### config.mk
export PLATFORM = sky130hd
export DESIGN_NAME = system_glue
export DESIGN_NICKNAME = d
export VERILOG_FILES = /design/src/fsab_pkg.sv /design/src/reset_sequencer.sv /design/src/fsab_arbiter.sv /design/src/status_leds.sv /design/src/system_glue.sv
export VERILOG_INCLUDE_DIRS = /design/src
export SDC_FILE = /design/constraint.sdc
export NUM_CORES = 1
export LEC_CHECK = 0
export BUFFER_PORTS_ARGS = -buffer_cell sky130_fd_sc_hd__buf_2
export CORE_AREA = 10 10 228 230
export CTS_BUF_LIST = sky130_fd_sc_hd__clkbuf_8
export DETAILED_ROUTE_END_ITERATION = 7
export DIE_AREA = 0 0 238 240
export GPL_TIMING_DRIVEN = 1
export SLEW_MARGIN = 15
export SYNTH_ARGS = -nofsm -noshare
export SYNTH_HDL_FRONTEND = slang
export SYNTH_HIERARCHICAL = 1
export SYNTH_SLANG_ARGS = --single-unit
### constraint.sdc
create_clock -name cclk -period 8.8 [get_ports cclk]
set_input_delay 1.76 -clock cclk [delete_from_list [all_inputs] [get_ports cclk]]
set_output_delay 1.76 -clock cclk [all_outputs]
set_load 0.01 [all_outputs]
### src/fsab_consts.svh
`ifndef FSAB_CONSTS_SVH
`define FSAB_CONSTS_SVH

// Bus field widths
`define FSAB_ADDR_W 31 // Word address
`define FSAB_DATA_W 64 // One beat
`define FSAB_MASK_W 8 // One bit per data byte
`define FSAB_LEN_W 3 // Burst length
`define FSAB_DID_W 4 // Device and subdevice tags
`define FSAB_MODE_W 3

// Mode codes
`define FSAB_MODE_READ 3'd0
`define FSAB_MODE_WRITE 3'd1

// Arbiter sizing
`define FSAB_DEVICES 4 // Requesters on the bus
`define FSAB_MEM_CREDITS 4 // Memory queue slots after reset
`define FSAB_CREDIT_W 3 // Counts 0 to FSAB_MEM_CREDITS

// Core reset sequencing
`define RST_STRETCH_CYCLES 16 // Hold after the cause clears
`define RST_SYNC_STAGES 3 // Button flops before use

// Board LEDs
`define LED_FLASH_CYCLES 5000000 // Long enough to see by eye
`define LED_HEARTBEAT_BITS 27 // Slow blink from cclk

`endif

### src/fsab_pkg.sv
package fsab_pkg;

`include "fsab_consts.svh"

	// Bus fields
	typedef logic [`FSAB_ADDR_W-1:0] fsab_addr_t; // Word address
	typedef logic [`FSAB_DATA_W-1:0] fsab_data_t;
	typedef logic [`FSAB_MASK_W-1:0] fsab_mask_t; // Byte enables
	typedef logic [`FSAB_LEN_W-1:0] fsab_len_t; // Beats in burst
	typedef logic [`FSAB_DID_W-1:0] fsab_did_t;
	typedef logic [`FSAB_MODE_W-1:0] fsab_mode_t; // FSAB_MODE_* codes

	// One request as it crosses the arbiter
	typedef struct packed {
		fsab_mode_t mode; // Read or write
		fsab_did_t did; // Issuing device
		fsab_did_t subdid; // Tag inside that device
		fsab_addr_t addr;
		fsab_len_t len;
		fsab_data_t data; // First write beat
		fsab_mask_t mask; // Byte enables for data
	} fsab_req_t;

	typedef logic [`FSAB_DEVICES-1:0] fsab_dev_mask_t; // One bit per requester

	typedef logic [4:0] led_t; // Board status LEDs

	// Core reset sequencer
	typedef enum logic [1:0] {
		RST_HOLD, // Cause or button active
		RST_STRETCH, // Counting toward release
		RST_RUN // Core out of reset
	} rst_state_t;

endpackage

### src/reset_sequencer.sv
`include "fsab_consts.svh"

module reset_sequencer (
	input logic cclk,
	input logic cclk_rst_cause_b,
	input logic corerst_btn, // Raw board button, active high
	output logic core_rst_b
);

	localparam int CNT_W = $clog2(`RST_STRETCH_CYCLES);
	localparam logic [CNT_W-1:0] CNT_LAST = CNT_W'(`RST_STRETCH_CYCLES - 1);

	logic [`RST_SYNC_STAGES-1:0] btn_sync_q; // Synchronizer chain
	logic btn_sync; // Button in cclk domain
	fsab_pkg::rst_state_t state_q;
	fsab_pkg::rst_state_t state_d;
	logic [CNT_W-1:0] cnt_q; // Stretch counter
	logic [CNT_W-1:0] cnt_d;
	logic core_rst_q; // Release flop

	assign btn_sync = btn_sync_q[`RST_SYNC_STAGES-1]; // Last stage only
	assign core_rst_b = core_rst_q;

	always_ff @(posedge cclk or negedge cclk_rst_cause_b) begin
		if (!cclk_rst_cause_b)
			btn_sync_q <= '0;
		else
			btn_sync_q <= {btn_sync_q[`RST_SYNC_STAGES-2:0], corerst_btn}; // Shift in button
	end

	always_comb begin
		state_d = state_q;
		cnt_d = cnt_q;
		case (state_q)
			fsab_pkg::RST_HOLD: begin
				cnt_d = '0; // Every release starts a full stretch
				if (!btn_sync)
					state_d = fsab_pkg::RST_STRETCH;
			end
			fsab_pkg::RST_STRETCH: begin
				cnt_d = cnt_q + 1'b1;
				if (btn_sync)
					state_d = fsab_pkg::RST_HOLD; // Pressed again, start over
				else if (cnt_q == CNT_LAST)
					state_d = fsab_pkg::RST_RUN;
			end
			fsab_pkg::RST_RUN: begin
				if (btn_sync)
					state_d = fsab_pkg::RST_HOLD;
			end
			default: state_d = fsab_pkg::RST_HOLD;
		endcase
	end

	always_ff @(posedge cclk or negedge cclk_rst_cause_b) begin
		if (!cclk_rst_cause_b) begin
			state_q <= fsab_pkg::RST_HOLD;
			cnt_q <= '0;
			core_rst_q <= 1'b0;
		end else begin
			state_q <= state_d;
			cnt_q <= cnt_d;
			core_rst_q <= (state_d == fsab_pkg::RST_RUN); // Glitch-free release
		end
	end

	// Core never leaves reset while the synchronized button is held
	a_release_btn_idle: assert property (@(posedge cclk) disable iff (!cclk_rst_cause_b)
		$rose(core_rst_b) |-> !btn_sync);

endmodule

### src/fsab_arbiter.sv
`include "fsab_consts.svh"

module fsab_arbiter #(
	parameter int DEVICES = `FSAB_DEVICES
) (
	input logic cclk,
	input logic cclk_rst_cause_b,
	input fsab_pkg::fsab_dev_mask_t req_valid, // Level, held until granted
	input fsab_pkg::fsab_req_t [DEVICES-1:0] req, // One request per requester
	input logic mem_credit, // Pulse, memory freed one slot
	output fsab_pkg::fsab_dev_mask_t grant, // Same-cycle grant
	output logic fsabo_valid, // Pulse, fsabo holds an issue
	output fsab_pkg::fsab_req_t fsabo,
	output logic credit_avail // Memory can take a request
);

	typedef logic [`FSAB_CREDIT_W-1:0] credit_t;

	localparam credit_t CREDIT_MAX = credit_t'(`FSAB_MEM_CREDITS);

	credit_t credit_q; // Free memory slots
	logic issue; // A grant ends this cycle
	fsab_pkg::fsab_req_t issue_req; // Request of the granted requester

	assign credit_avail = (credit_q != '0);

	// Lowest valid index wins, nothing while memory is full
	assign grant = credit_avail ? (req_valid & (~req_valid + 1'b1)) : '0;
	assign issue = |grant;

	// One-hot mux onto the outgoing request
	always_comb begin
		issue_req = '0;
		for (int i = 0; i < DEVICES; i++) begin
			if (grant[i])
				issue_req = req[i];
		end
	end

	always_ff @(posedge cclk or negedge cclk_rst_cause_b) begin
		if (!cclk_rst_cause_b)
			fsabo_valid <= 1'b0;
		else
			fsabo_valid <= issue; // One cycle after the grant
	end

	// Payload only moves on an issue
	always_ff @(posedge cclk) begin
		if (issue)
			fsabo <= issue_req;
	end

	// Memory credit counter
	always_ff @(posedge cclk or negedge cclk_rst_cause_b) begin
		if (!cclk_rst_cause_b) begin
			credit_q <= CREDIT_MAX; // Memory starts empty
		end else begin
			case ({issue, mem_credit})
				2'b10: credit_q <= credit_q - 1'b1; // Issue takes a slot
				2'b01: credit_q <= credit_q + 1'b1; // Return frees one
				default: credit_q <= credit_q; // Both or neither
			endcase
		end
	end

	// At most one requester owns the cycle
	a_grant_onehot: assert property (@(posedge cclk) disable iff (!cclk_rst_cause_b)
		$onehot0(grant));

	// Memory never returns more than it handed out
	a_credit_bound: assert property (@(posedge cclk) disable iff (!cclk_rst_cause_b)
		credit_q <= CREDIT_MAX);

	// Full memory holds every requester off
	a_no_grant_dry: assert property (@(posedge cclk) disable iff (!cclk_rst_cause_b)
		(credit_q == '0) |-> (grant == '0));

endmodule

### src/status_leds.sv
`include "fsab_consts.svh"

module status_leds #(
	parameter int FLASH_CYCLES = `LED_FLASH_CYCLES
) (
	input logic cclk,
	input logic cclk_rst_cause_b,
	input logic core_rst_b, // From the reset sequencer
	input logic fsabo_valid, // Issue strobe from the arbiter
	input fsab_pkg::fsab_mode_t fsabo_mode,
	input logic credit_avail,
	output fsab_pkg::led_t leds
);

	localparam int FLASH_W = $clog2(FLASH_CYCLES + 1);
	localparam logic [FLASH_W-1:0] FLASH_LAST = FLASH_W'(FLASH_CYCLES - 1);

	logic read_seen; // Read forwarded to memory
	logic core_q;
	logic sticky_q; // Any read since reset
	logic flash_q; // Recent read
	logic credit_q;
	logic [FLASH_W-1:0] flash_cnt; // Cycles left in flash
	logic [`LED_HEARTBEAT_BITS-1:0] beat_cnt; // Free-running divider

	assign read_seen = fsabo_valid && (fsabo_mode == `FSAB_MODE_READ); // Writes ignored

	always_ff @(posedge cclk or negedge cclk_rst_cause_b) begin
		if (!cclk_rst_cause_b) begin
			core_q <= 1'b0;
			sticky_q <= 1'b0;
			credit_q <= 1'b1; // Memory starts with credits
			beat_cnt <= '0;
		end else begin
			core_q <= core_rst_b;
			credit_q <= credit_avail;
			beat_cnt <= beat_cnt + 1'b1;
			if (read_seen)
				sticky_q <= 1'b1; // Stays until reset
		end
	end

	// Read flash, each read reloads the full length
	always_ff @(posedge cclk or negedge cclk_rst_cause_b) begin
		if (!cclk_rst_cause_b) begin
			flash_q <= 1'b0;
			flash_cnt <= '0;
		end else if (read_seen) begin
			flash_q <= 1'b1;
			flash_cnt <= FLASH_LAST;
		end else if (flash_cnt != '0) begin
			flash_cnt <= flash_cnt - 1'b1;
		end else begin
			flash_q <= 1'b0; // Expired
		end
	end

	// Every bit straight from a flop
	assign leds = {
		core_q, // Bit 4, core out of reset
		sticky_q, // Bit 3, read seen
		flash_q, // Bit 2, read flash
		beat_cnt[`LED_HEARTBEAT_BITS-1], // Bit 1, heartbeat
		credit_q // Bit 0, credits left
	};

endmodule

### src/system_glue.sv
`include "fsab_consts.svh"

module system_glue #(
	parameter int FLASH_CYCLES = `LED_FLASH_CYCLES
) (
	input logic cclk,
	input logic cclk_rst_cause_b, // Board-level reset cause, active low
	input logic corerst_btn, // Core reset button, active high
	input fsab_pkg::fsab_dev_mask_t req_valid,
	input fsab_pkg::fsab_req_t [`FSAB_DEVICES-1:0] req,
	input logic mem_credit, // Credit return from memory
	output fsab_pkg::fsab_dev_mask_t grant,
	output logic fsabo_valid,
	output fsab_pkg::fsab_req_t fsabo, // Merged stream toward memory
	output logic core_rst_b,
	output fsab_pkg::led_t leds
);

	logic credit_avail; // Arbiter to LEDs

	reset_sequencer u_rst (
		.cclk (cclk),
		.cclk_rst_cause_b (cclk_rst_cause_b),
		.corerst_btn (corerst_btn),
		.core_rst_b (core_rst_b)
	);

	fsab_arbiter #(
		.DEVICES (`FSAB_DEVICES)
	) u_arb (
		.cclk (cclk),
		.cclk_rst_cause_b (cclk_rst_cause_b), // Runs beside the core reset
		.req_valid (req_valid),
		.req (req),
		.mem_credit (mem_credit),
		.grant (grant),
		.fsabo_valid (fsabo_valid),
		.fsabo (fsabo),
		.credit_avail (credit_avail)
	);

	status_leds #(
		.FLASH_CYCLES (FLASH_CYCLES)
	) u_leds (
		.cclk (cclk),
		.cclk_rst_cause_b (cclk_rst_cause_b),
		.core_rst_b (core_rst_b),
		.fsabo_valid (fsabo_valid),
		.fsabo_mode (fsabo.mode), // Only the mode matters here
		.credit_avail (credit_avail),
		.leds (leds)
	);

endmodule

==> results of run 1 <==
## through the flow
stage | std cells | util | area, µm²
5_1_grt | 2284 | 0.313 | 14800
4_1_cts | 2266 | 0.312 | 14800
3_3_place_gp | 2234 | 0.302 | 14300
2_1_floorplan | 1106 | - | 10900
3_5_place_dp | 2234 | 0.302 | 14300
6_report | 2287 | 0.313 | 14800
## critical path, delay by kind of cell
family / cells / cell delay (ns)
AND/OR/NAND/NOR: 1 / 0.27
buffers and inverters: 3 / 1.45
## power by group
part / switching [mW] / internal [mW] / total (mW)
Clock: 0.353 / 0.299 / 0.652
Combinational: 0.790 / 0.470 / 1.26
Sequential: 0.119 / 1.29 / 1.41
Total: 1.26 / 2.06 / 3.32
## layout by cell type (no fill, tap or decap), types with 21 or more instances in the layout
master,instances
a211o_1,120
a21oi_1,126
buf_2,601
dfrtp_1,66
diode_2,21
edfxtp_1,117
inv_1,122
nand2_1,140
o221ai_1,97
## worst max-delay path by stage
stage / from / to / slack (ns) / cells after the start
after floorplan: req_valid[1] / u_arb/fsabo[0] / 3.64 / 4
after global placement: req_valid[1] / grant[1] / 3.43 / 4
after detailed placement: req_valid[1] / grant[1] / 3.49 / 4
after CTS: req_valid[1] / grant[1] / 3.45 / 4
after global routing: req_valid[1] / grant[1] / 3.32 / 4
final: req_valid[1] / grant[1] / 3.51 / 4
## state kept, by name, indices dropped and copies added (netlist names), 2 cells and up
register,cells
u_rst/btn_sync_q,3
u_rst/state_q,2
u_leds/flash_cnt,23
u_leds/beat_cnt,27
u_arb/fsabo,117
u_rst/cnt_q,4
u_arb/credit_q,3
## per-layer routing
layer	share of wire	vias up
met1	0.37	5522
met4	0.040	4
li1	-	5236
met5	0.00057	-
met2	0.50	538
met3	0.088	98
## cell usage after synthesis (all sizes together) (3+ instances only)
master   number
nor2         17
or3           4
or4           4
dfrtp        66
and3          7
o221ai      117
nand3        18
a21oi       126
edfxtp      117
xnor2        20
xor2          8
o21ai        15
clkbuf       69
mux2i        11
a2111oi       4
nor4          8
inv         124
ha            4
nand2       140
nand2b        8
a211o       120
nor3         14
and4          3
o211ai        3
and2          7
buf          35
nand4        10
## final cells by class
| class | count | area (µm²) |
|---|---|---|
| diodes | 21 | 52.6 |
| clock buffers | 19 | 262 |
| clock inverters | 13 | 168 |
| fillers | 5035 | 32500 |
| inverters | 124 | 470 |
| multi-input cells | 693 | 4730 |
| flip-flops and latches | 185 | 5220 |
| well taps | 615 | 769 |
| repair buffers | 617 | 3130 |
## cells by family after synthesis
kind of cell    share of synthesized area
compound gates                      0.281
fa+ha+maj                         0.00646
flops                               0.481
xor+xnor                           0.0226
simple gates                        0.113
buf+inv                            0.0844
mux                                0.0112
==> impl_metrics.toml, run 1 <==
[status]
status = "complete, no violations"

[timing]
whs_ns = 0.367
min_period_ns = 5.29
worst_pin_slew_ns = 1.05
fmax_mhz = 189
timing.final.ws_setup_ns = 3.51
grt_setup_unrepaired = "no"
slew_violations = 0
relSlewSlack = 0.292
setup_violations = 0
hold_viol_final = 0
fin_tns_setup_ns = 0
fin_skew_ns = 0.0203
period_share = 0.601

[clock_network]
post_cts_buffers = 0
cts_resized = 0
cts_sinks = 185
clk_latency_ns = 0.57
cts_inserted_buffers = 17
clkTransAtPathRegs_ns = 0.09
cts_tree = "done"
postCtsHoldBufs = 0
cts_htree_levels = 4
cts_root_buf = "clkbuf_8"
clock_path_buffers = 2

[logic_synthesis]
synth-seq-cells = 185
netlist_area_um2 = 10900
synth_top_area_share = 0.324
synth-edff-count = 117
synthTopCellsByArea = "edfxtp_1 32%, dfrtp_1 15%, a211o_1 9.7%, o221ai_1 7.8%, a21oi_1 5.8%"
syn-mean-instance-area_um2 = 9.81
ys_warn_count = 6
syn_inst = 1106
synth_fp_nets = 1587
synth.distinct_cells = 59
async_flop_share = 0.368
synth-seq-area-share = 0.481
yosysTopAreaCell = "edfxtp_1"
synthFlopType = "edfxtp_1"

[finish]
layout.nets = 2119
drive_above_1_share = 0.416
syn_to_final_growth_pct = 36.4

[floorplan]
rows = 80
core_um2 = 47300
die_x_um = 238
initial_core_util = 0.229
ios = 604
dieArea_um2 = 57100
die_y_um = 240

[routing]
wl_per_cell_um = 23.9
dr.first_iter.drc_count = 1009
dr.pass1.iters = 5
wirelength_um = 54700
viasPerCell = 4.98
num_vias = 11400
drc = 0
ant_nets = 0

[setup_path]
path_cells = "buf_4 -> buf_4 -> nor3b_1 -> buf_2"
crit_path_end_kind = "primary output"
r2r_slack_ns = 5.81
cp_common_cell = "buf_4"
worstSetupStartpointType = "input pin"
ff2ff_path_depth = 5
crit_arrival_ns = 3.53
max_stage_delay_ns = 0.70
r2r_start = "u_arb/credit_q[2]"
crit_slowest_cell = "buf_4"
worstPathRequired_ns = 7.04
r2r_end = "u_arb/fsabo[25]"
worstSetupPathType = "in2out"
worst-path-max-fanout = 66

[grt]
use_met2 = 0.304
grt-ovfl-total = 0
met3_usage = 0.0711
grt_pass1_vias = 11800
grt_max_degree = 96
grt.met1_usage = 0.203
grt_pass1_wl_um = 78200
grt_antenna_before_repair = 35
grt.busiest_layer = "met2"
grt.total_usage = 0.185

[pwr]
total_power_mw = 3.32
p_per_area_nw_per_um2 = 224
peakVddDrop_uv = 105
p_leak_nw = 7.22

[place]
globalplace.congestion = 0.906
portBuffers = 603
dp_slack_ns = 3.49
dp.final_hpwl_um = 42200

[worst_hold_path]
hold_path.class = "reg2reg"
hold_end = "u_rst/btn_sync_q[2]"
worstHoldStart = "u_rst/btn_sync_q[1]"
whs_path_depth = 0

[run]
drv_cap = 0
(Power assumes the default switching activity.)
==> inputs of run 2 (changes only) <==
--- a/config.mk
+++ b/config.mk
@@ -7,10 +7,10 @@
 export NUM_CORES = 1
 export LEC_CHECK = 0
 export BUFFER_PORTS_ARGS = -buffer_cell sky130_fd_sc_hd__buf_2
-export CORE_AREA = 10 10 228 230
+export CORE_AREA = 10 10 224 226
 export CTS_BUF_LIST = sky130_fd_sc_hd__clkbuf_8
 export DETAILED_ROUTE_END_ITERATION = 7
-export DIE_AREA = 0 0 238 240
+export DIE_AREA = 0 0 234 236
 export GPL_TIMING_DRIVEN = 1
 export SLEW_MARGIN = 15
 export SYNTH_ARGS = -nofsm -noshare
==> constraint.sdc (replaced) <==
create_clock -name cclk -period 5.5 [get_ports cclk]
set_input_delay 1.1 -clock cclk [delete_from_list [all_inputs] [get_ports cclk]]
set_output_delay 1.1 -clock cclk [all_outputs]
set_load 0.01 [all_outputs]
==> impl_metrics.toml, run 2 (same netlist as run 1, synthesis figures left out) <==
[grt]
grt_antenna_before_repair = 28
grt_pass1_vias = 11800
grt_max_degree = 88
grt_pass1_wl_um = 75200
grt-ovfl-total = 0
grt.total_usage = 0.179

[clock_network]
clk_latency_ns = 0.56
postCtsHoldBufs = 0
cts_resized = 0
cts_inserted_buffers = 17
clkTransAtPathRegs_ns = 0.11
post_cts_buffers = 0
cts_sinks = 185
cts_htree_levels = 4
clock_path_buffers = 2
cts_root_buf = "clkbuf_8"
cts_tree = "done"

[timing]
slew_violations = 0
min_period_ns = 3.67
fin_tns_setup_ns = 0
hold_viol_final = 0
worst_pin_slew_ns = 1.06
relSlewSlack = 0.288
grt_setup_unrepaired = "no"
setup_violations = 0
fin_skew_ns = 0.0156
period_share = 0.667
fmax_mhz = 273

[routing]
viasPerCell = 5.04
dr.pass1.iters = 5
ant_nets = 0
dr.first_iter.drc_count = 820
wirelength_um = 51300
wl_per_cell_um = 22.6
drc = 0
num_vias = 11400

[status]
status = "complete, no violations"

[setup_path]
ff2ff_path_depth = 6
worstSetupPathType = "in2out"
crit_arrival_ns = 2.57
worst-path-max-fanout = 73
r2r_end = "u_arb/fsabo[48]"
crit_path_end_kind = "primary output"
r2r_start = "u_arb/credit_q[2]"
worstSetupStartpointType = "input pin"
r2r_slack_ns = 2.68
worstPathRequired_ns = 4.40

[finish]
reg_top3 = "u_arb/fsabo (117), u_leds/beat_cnt (27), u_leds/flash_cnt (23)"
top_register = "u_arb/fsabo"
drive_above_1_share = 0.417
final_common_cell = "buf_2"
largest_register_ffs = 117
layout.nets = 2122
final_util = 0.323
fin_area_um2 = 14800
final_cell_mix = "601 x buf_2, 140 x nand2_1, 126 x a21oi_1"
syn_to_final_growth_pct = 36.6

[floorplan]
core_um2 = 45900
die_y_um = 236
ios = 604
dieArea_um2 = 55200
die_x_um = 234
rows = 79
initial_core_util = 0.237

[place]
globalplace.congestion = 0.900
dp.final_hpwl_um = 39500
dpl_cell_area_um2 = 14300
portBuffers = 603

[worst_hold_path]
hold_end = "u_rst/btn_sync_q[1]"
worstHoldStart = "u_rst/btn_sync_q[0]"
hold_path.class = "reg2reg"
whs_path_depth = 0

[pwr]
p_per_area_nw_per_um2 = 359
p_leak_nw = 7.25
peakVddDrop_uv = 221

[run]
drv_cap = 0
[run 2: cell count changes in the layout (fill, tap and decap cells not counted), moves of 2 or more]
cell      change
inv_6         +4
clkinv_4      -3
clkbuf_8      -3
buf_4         +2
diode_2       -9
[run 2: through the flow]
step | std cells | hold slack (ns) | setup WS, ns | power [mW]
global placement | 2229 | 0.344 | 1.84 | 4.25
global route | 2272 | 0.376 | 1.77 | 5.61
floorplan | 1106 | 0.331 | 1.00 | 3.27
CTS | 2261 | 0.371 | 1.79 | 5.40
detailed placement | 2229 | 0.343 | 1.80 | 4.27
finish | 2273 | 0.369 | 1.83 | 5.32
[run 2: how the worst max path moves through the flow]
stage / start / cells past startpoint / slack [ns] / to
after floorplan: req_valid[1] / 4 / 1.00 / u_arb/fsabo[0]
after global placement: req_valid[0] / 4 / 1.84 / grant[3]
after detailed placement: req_valid[0] / 4 / 1.80 / grant[3]
after CTS: req_valid[0] / 4 / 1.79 / grant[3]
after global routing: req_valid[0] / 4 / 1.77 / grant[3]
final: req_valid[0] / 4 / 1.83 / grant[3]
[run 2: per-layer routing]
layer	global-route usage	part of all wire	vias to the layer above
li1	-	-	5225
met1	0.203	0.38	5578
met2	0.309	0.52	548
met3	0.0534	0.076	88
met4	0.0708	0.029	10
met5	0	0.0012	-
[run 2: layout make-up]
cell class,instances,area (µm²)
antenna,12,30.0
inverter,124,470
multi-input combinational,693,4730
clock inverter,15,210
sequential,185,5220
tap,607,759
timing repair buffer,620,3170
clock buffer,17,234
fill,4847,31000
[run 2: power by group]
part | internal, mW | total [mW] | switching [mW]
Clock | 0.505 | 1.08 | 0.577
Sequential | 2.06 | 2.24 | 0.184
Combinational | 0.764 | 1.99 | 1.22
Total | 3.33 | 5.32 | 1.98
[run 2: critical path, cell delays in order]
cell,delay (ns)
buf_6,0.24
or4b_4,0.61
nor2_1,0.38
buf_2,0.22
==> inputs of run 3 (changes only) <==
--- a/config.mk
+++ b/config.mk
@@ -7,10 +7,10 @@
 export NUM_CORES = 1
 export LEC_CHECK = 0
 export BUFFER_PORTS_ARGS = -buffer_cell sky130_fd_sc_hd__buf_2
-export CORE_AREA = 10 10 224 226
+export CORE_AREA = 10 10 228 230
 export CTS_BUF_LIST = sky130_fd_sc_hd__clkbuf_8
 export DETAILED_ROUTE_END_ITERATION = 7
-export DIE_AREA = 0 0 234 236
+export DIE_AREA = 0 0 238 240
 export GPL_TIMING_DRIVEN = 1
 export SLEW_MARGIN = 15
 export SYNTH_ARGS = -nofsm -noshare
==> constraint.sdc (replaced) <==
create_clock -name cclk -period 3.1 [get_ports cclk]
set_input_delay 0.62 -clock cclk [delete_from_list [all_inputs] [get_ports cclk]]
set_output_delay 0.62 -clock cclk [all_outputs]
set_load 0.01 [all_outputs]
==> impl_metrics.toml, run 3 (same netlist as run 1, synthesis figures left out) <==
[grt]
use_met2 = 0.312
grt.met1_usage = 0.201
grt_pass1_wl_um = 76900
grt_antenna_before_repair = 22
grt.total_usage = 0.179
grt_pass1_vias = 12100
met3_usage = 0.0598
grt_max_degree = 126
grt-ovfl-total = 0
grt.busiest_layer = "met2"

[clock_network]
cts_sinks = 185
clock_path_buffers = 2
cts_htree_levels = 4
post_cts_buffers = 0
postCtsHoldBufs = 0
cts_inserted_buffers = 17
cts_root_buf = "clkbuf_8"
clkTransAtPathRegs_ns = 0.11
clk_latency_ns = 0.53
cts_resized = 0
cts_tree = "done"

[timing]
setup_violations = 0
fmax_mhz = 382
worst_pin_slew_ns = 0.848
grt_setup_unrepaired = "no"
timing.final.ws_setup_ns = 0.481
hold_viol_final = 0
slew_violations = 0
fin_skew_ns = 0.0166
min_period_ns = 2.62
period_share = 0.845
whs_ns = 0.139
relSlewSlack = 0.433
fin_tns_setup_ns = 0

[floorplan]
die_y_um = 240
ios = 604
rows = 80
dieArea_um2 = 57100
die_x_um = 238
core_um2 = 47300
initial_core_util = 0.229

[pwr]
p_leak_nw = 7.39
p_per_area_nw_per_um2 = 634
peakVddDrop_uv = 279

[finish]
final_cell_mix = "601 x buf_2, 140 x nand2_1, 126 x a21oi_1"
top_register = "u_arb/fsabo"
layout.nets = 2147
largest_register_ffs = 117
syn_to_final_growth_pct = 39.0
nFillCells = 5008
final_util = 0.319
reg_top3 = "u_arb/fsabo (117), u_leds/beat_cnt (27), u_leds/flash_cnt (23)"
drive_above_1_share = 0.426
final_common_cell = "buf_2"

[routing]
wl_per_cell_um = 23.0
num_vias = 11400
dr.pass1.iters = 5
ant_nets = 0
drc = 0
wirelength_um = 53000
dr.first_iter.drc_count = 769
viasPerCell = 4.95

[setup_path]
worstSetupPathType = "reg2out"
crit_path_end_kind = "primary output"
crit_arrival_ns = 2.00
worstPathRequired_ns = 2.48
worstSetupStartpointType = "register"
worst-path-max-fanout = 3
path_cells = "nor3_1 -> buf_4 -> inv_4 -> and2_1 -> buf_2"
critPathBufInv = 3
max_stage_delay_ns = 0.44
path_delay_family = "simple AND/OR/NAND/NOR gates"
crit_slowest_cell = "dfrtp_1"

[place]
globalplace.congestion = 0.918
dp_slack_ns = 0.558
dp.final_hpwl_um = 41900
portBuffers = 603

[worst_hold_path]
hold_path.class = "in2async"

[run]
drv_cap = 0

[status]
status = "complete, no violations"
## run 3: cell count changes in the layout (fill, tap and decap cells not counted), sizes merged
cell	delta
inv	-3
clkbuf	+1
clkinv	+2
diode	-1
buf	+25
## run 3: final timing paths
| path | to | depth (start not counted) | from | slack [ns] |
|---|---|---|---|---|
| max reg2reg | u_leds/flash_cnt[18] | 6 | u_leds/flash_cnt[0] | 0.77 |
| max | grant[0] | 5 | u_arb/credit_q[0] | 0.48 |
| min in group cclk | u_rst/btn_sync_q[0] | 1 | corerst_btn | 0.19 |
| min reg2reg | u_rst/btn_sync_q[1] | 0 | u_rst/btn_sync_q[0] | 0.36 |
| max in group asynchronous | u_leds/beat_cnt[8] | 2 | cclk_rst_cause_b | 2.16 |
| min | u_leds/core_q | 1 | cclk_rst_cause_b | 0.14 |
## run 3: cell type report
type                       count  area, µm²  share of cell area
antenna                       11       27.5             0.00182
clock buffer                  18        248              0.0164
clock inverter                14        194              0.0129
inverter                     124        472              0.0313
multi-input combinational    693       4740               0.314
sequential                   185       5220               0.346
tap                          615        769              0.0510
timing repair buffer         645       3420               0.227
## run 3: power by group
group          switching (mW)  total, mW  internal [mW]
clock                   0.994       1.90          0.908
combinational            2.25       3.69           1.45
sequential              0.313       3.96           3.65
## run 3: metal layers
metal / wire (µm) / vias up / part of all wire
met5: 68 / - / 0.0013
met4: 1180 / 10 / 0.022
met3: 4330 / 84 / 0.082
met2: 27500 / 487 / 0.52
met1: 19900 / 5562 / 0.38
li1: - / 5270 / -
## run 3: stage by stage
| step | std cells | total power, mW | instance area (µm²) |
|---|---|---|---|
| after floorplan | 1106 | 5.79 | 10900 |
| after global placement | 2262 | 7.71 | 14600 |
| after detailed placement | 2262 | 7.77 | 14600 |
| after CTS | 2294 | 9.73 | 15100 |
| after global routing | 2303 | 10.1 | 15100 |
| final | 2305 | 9.56 | 15100 |
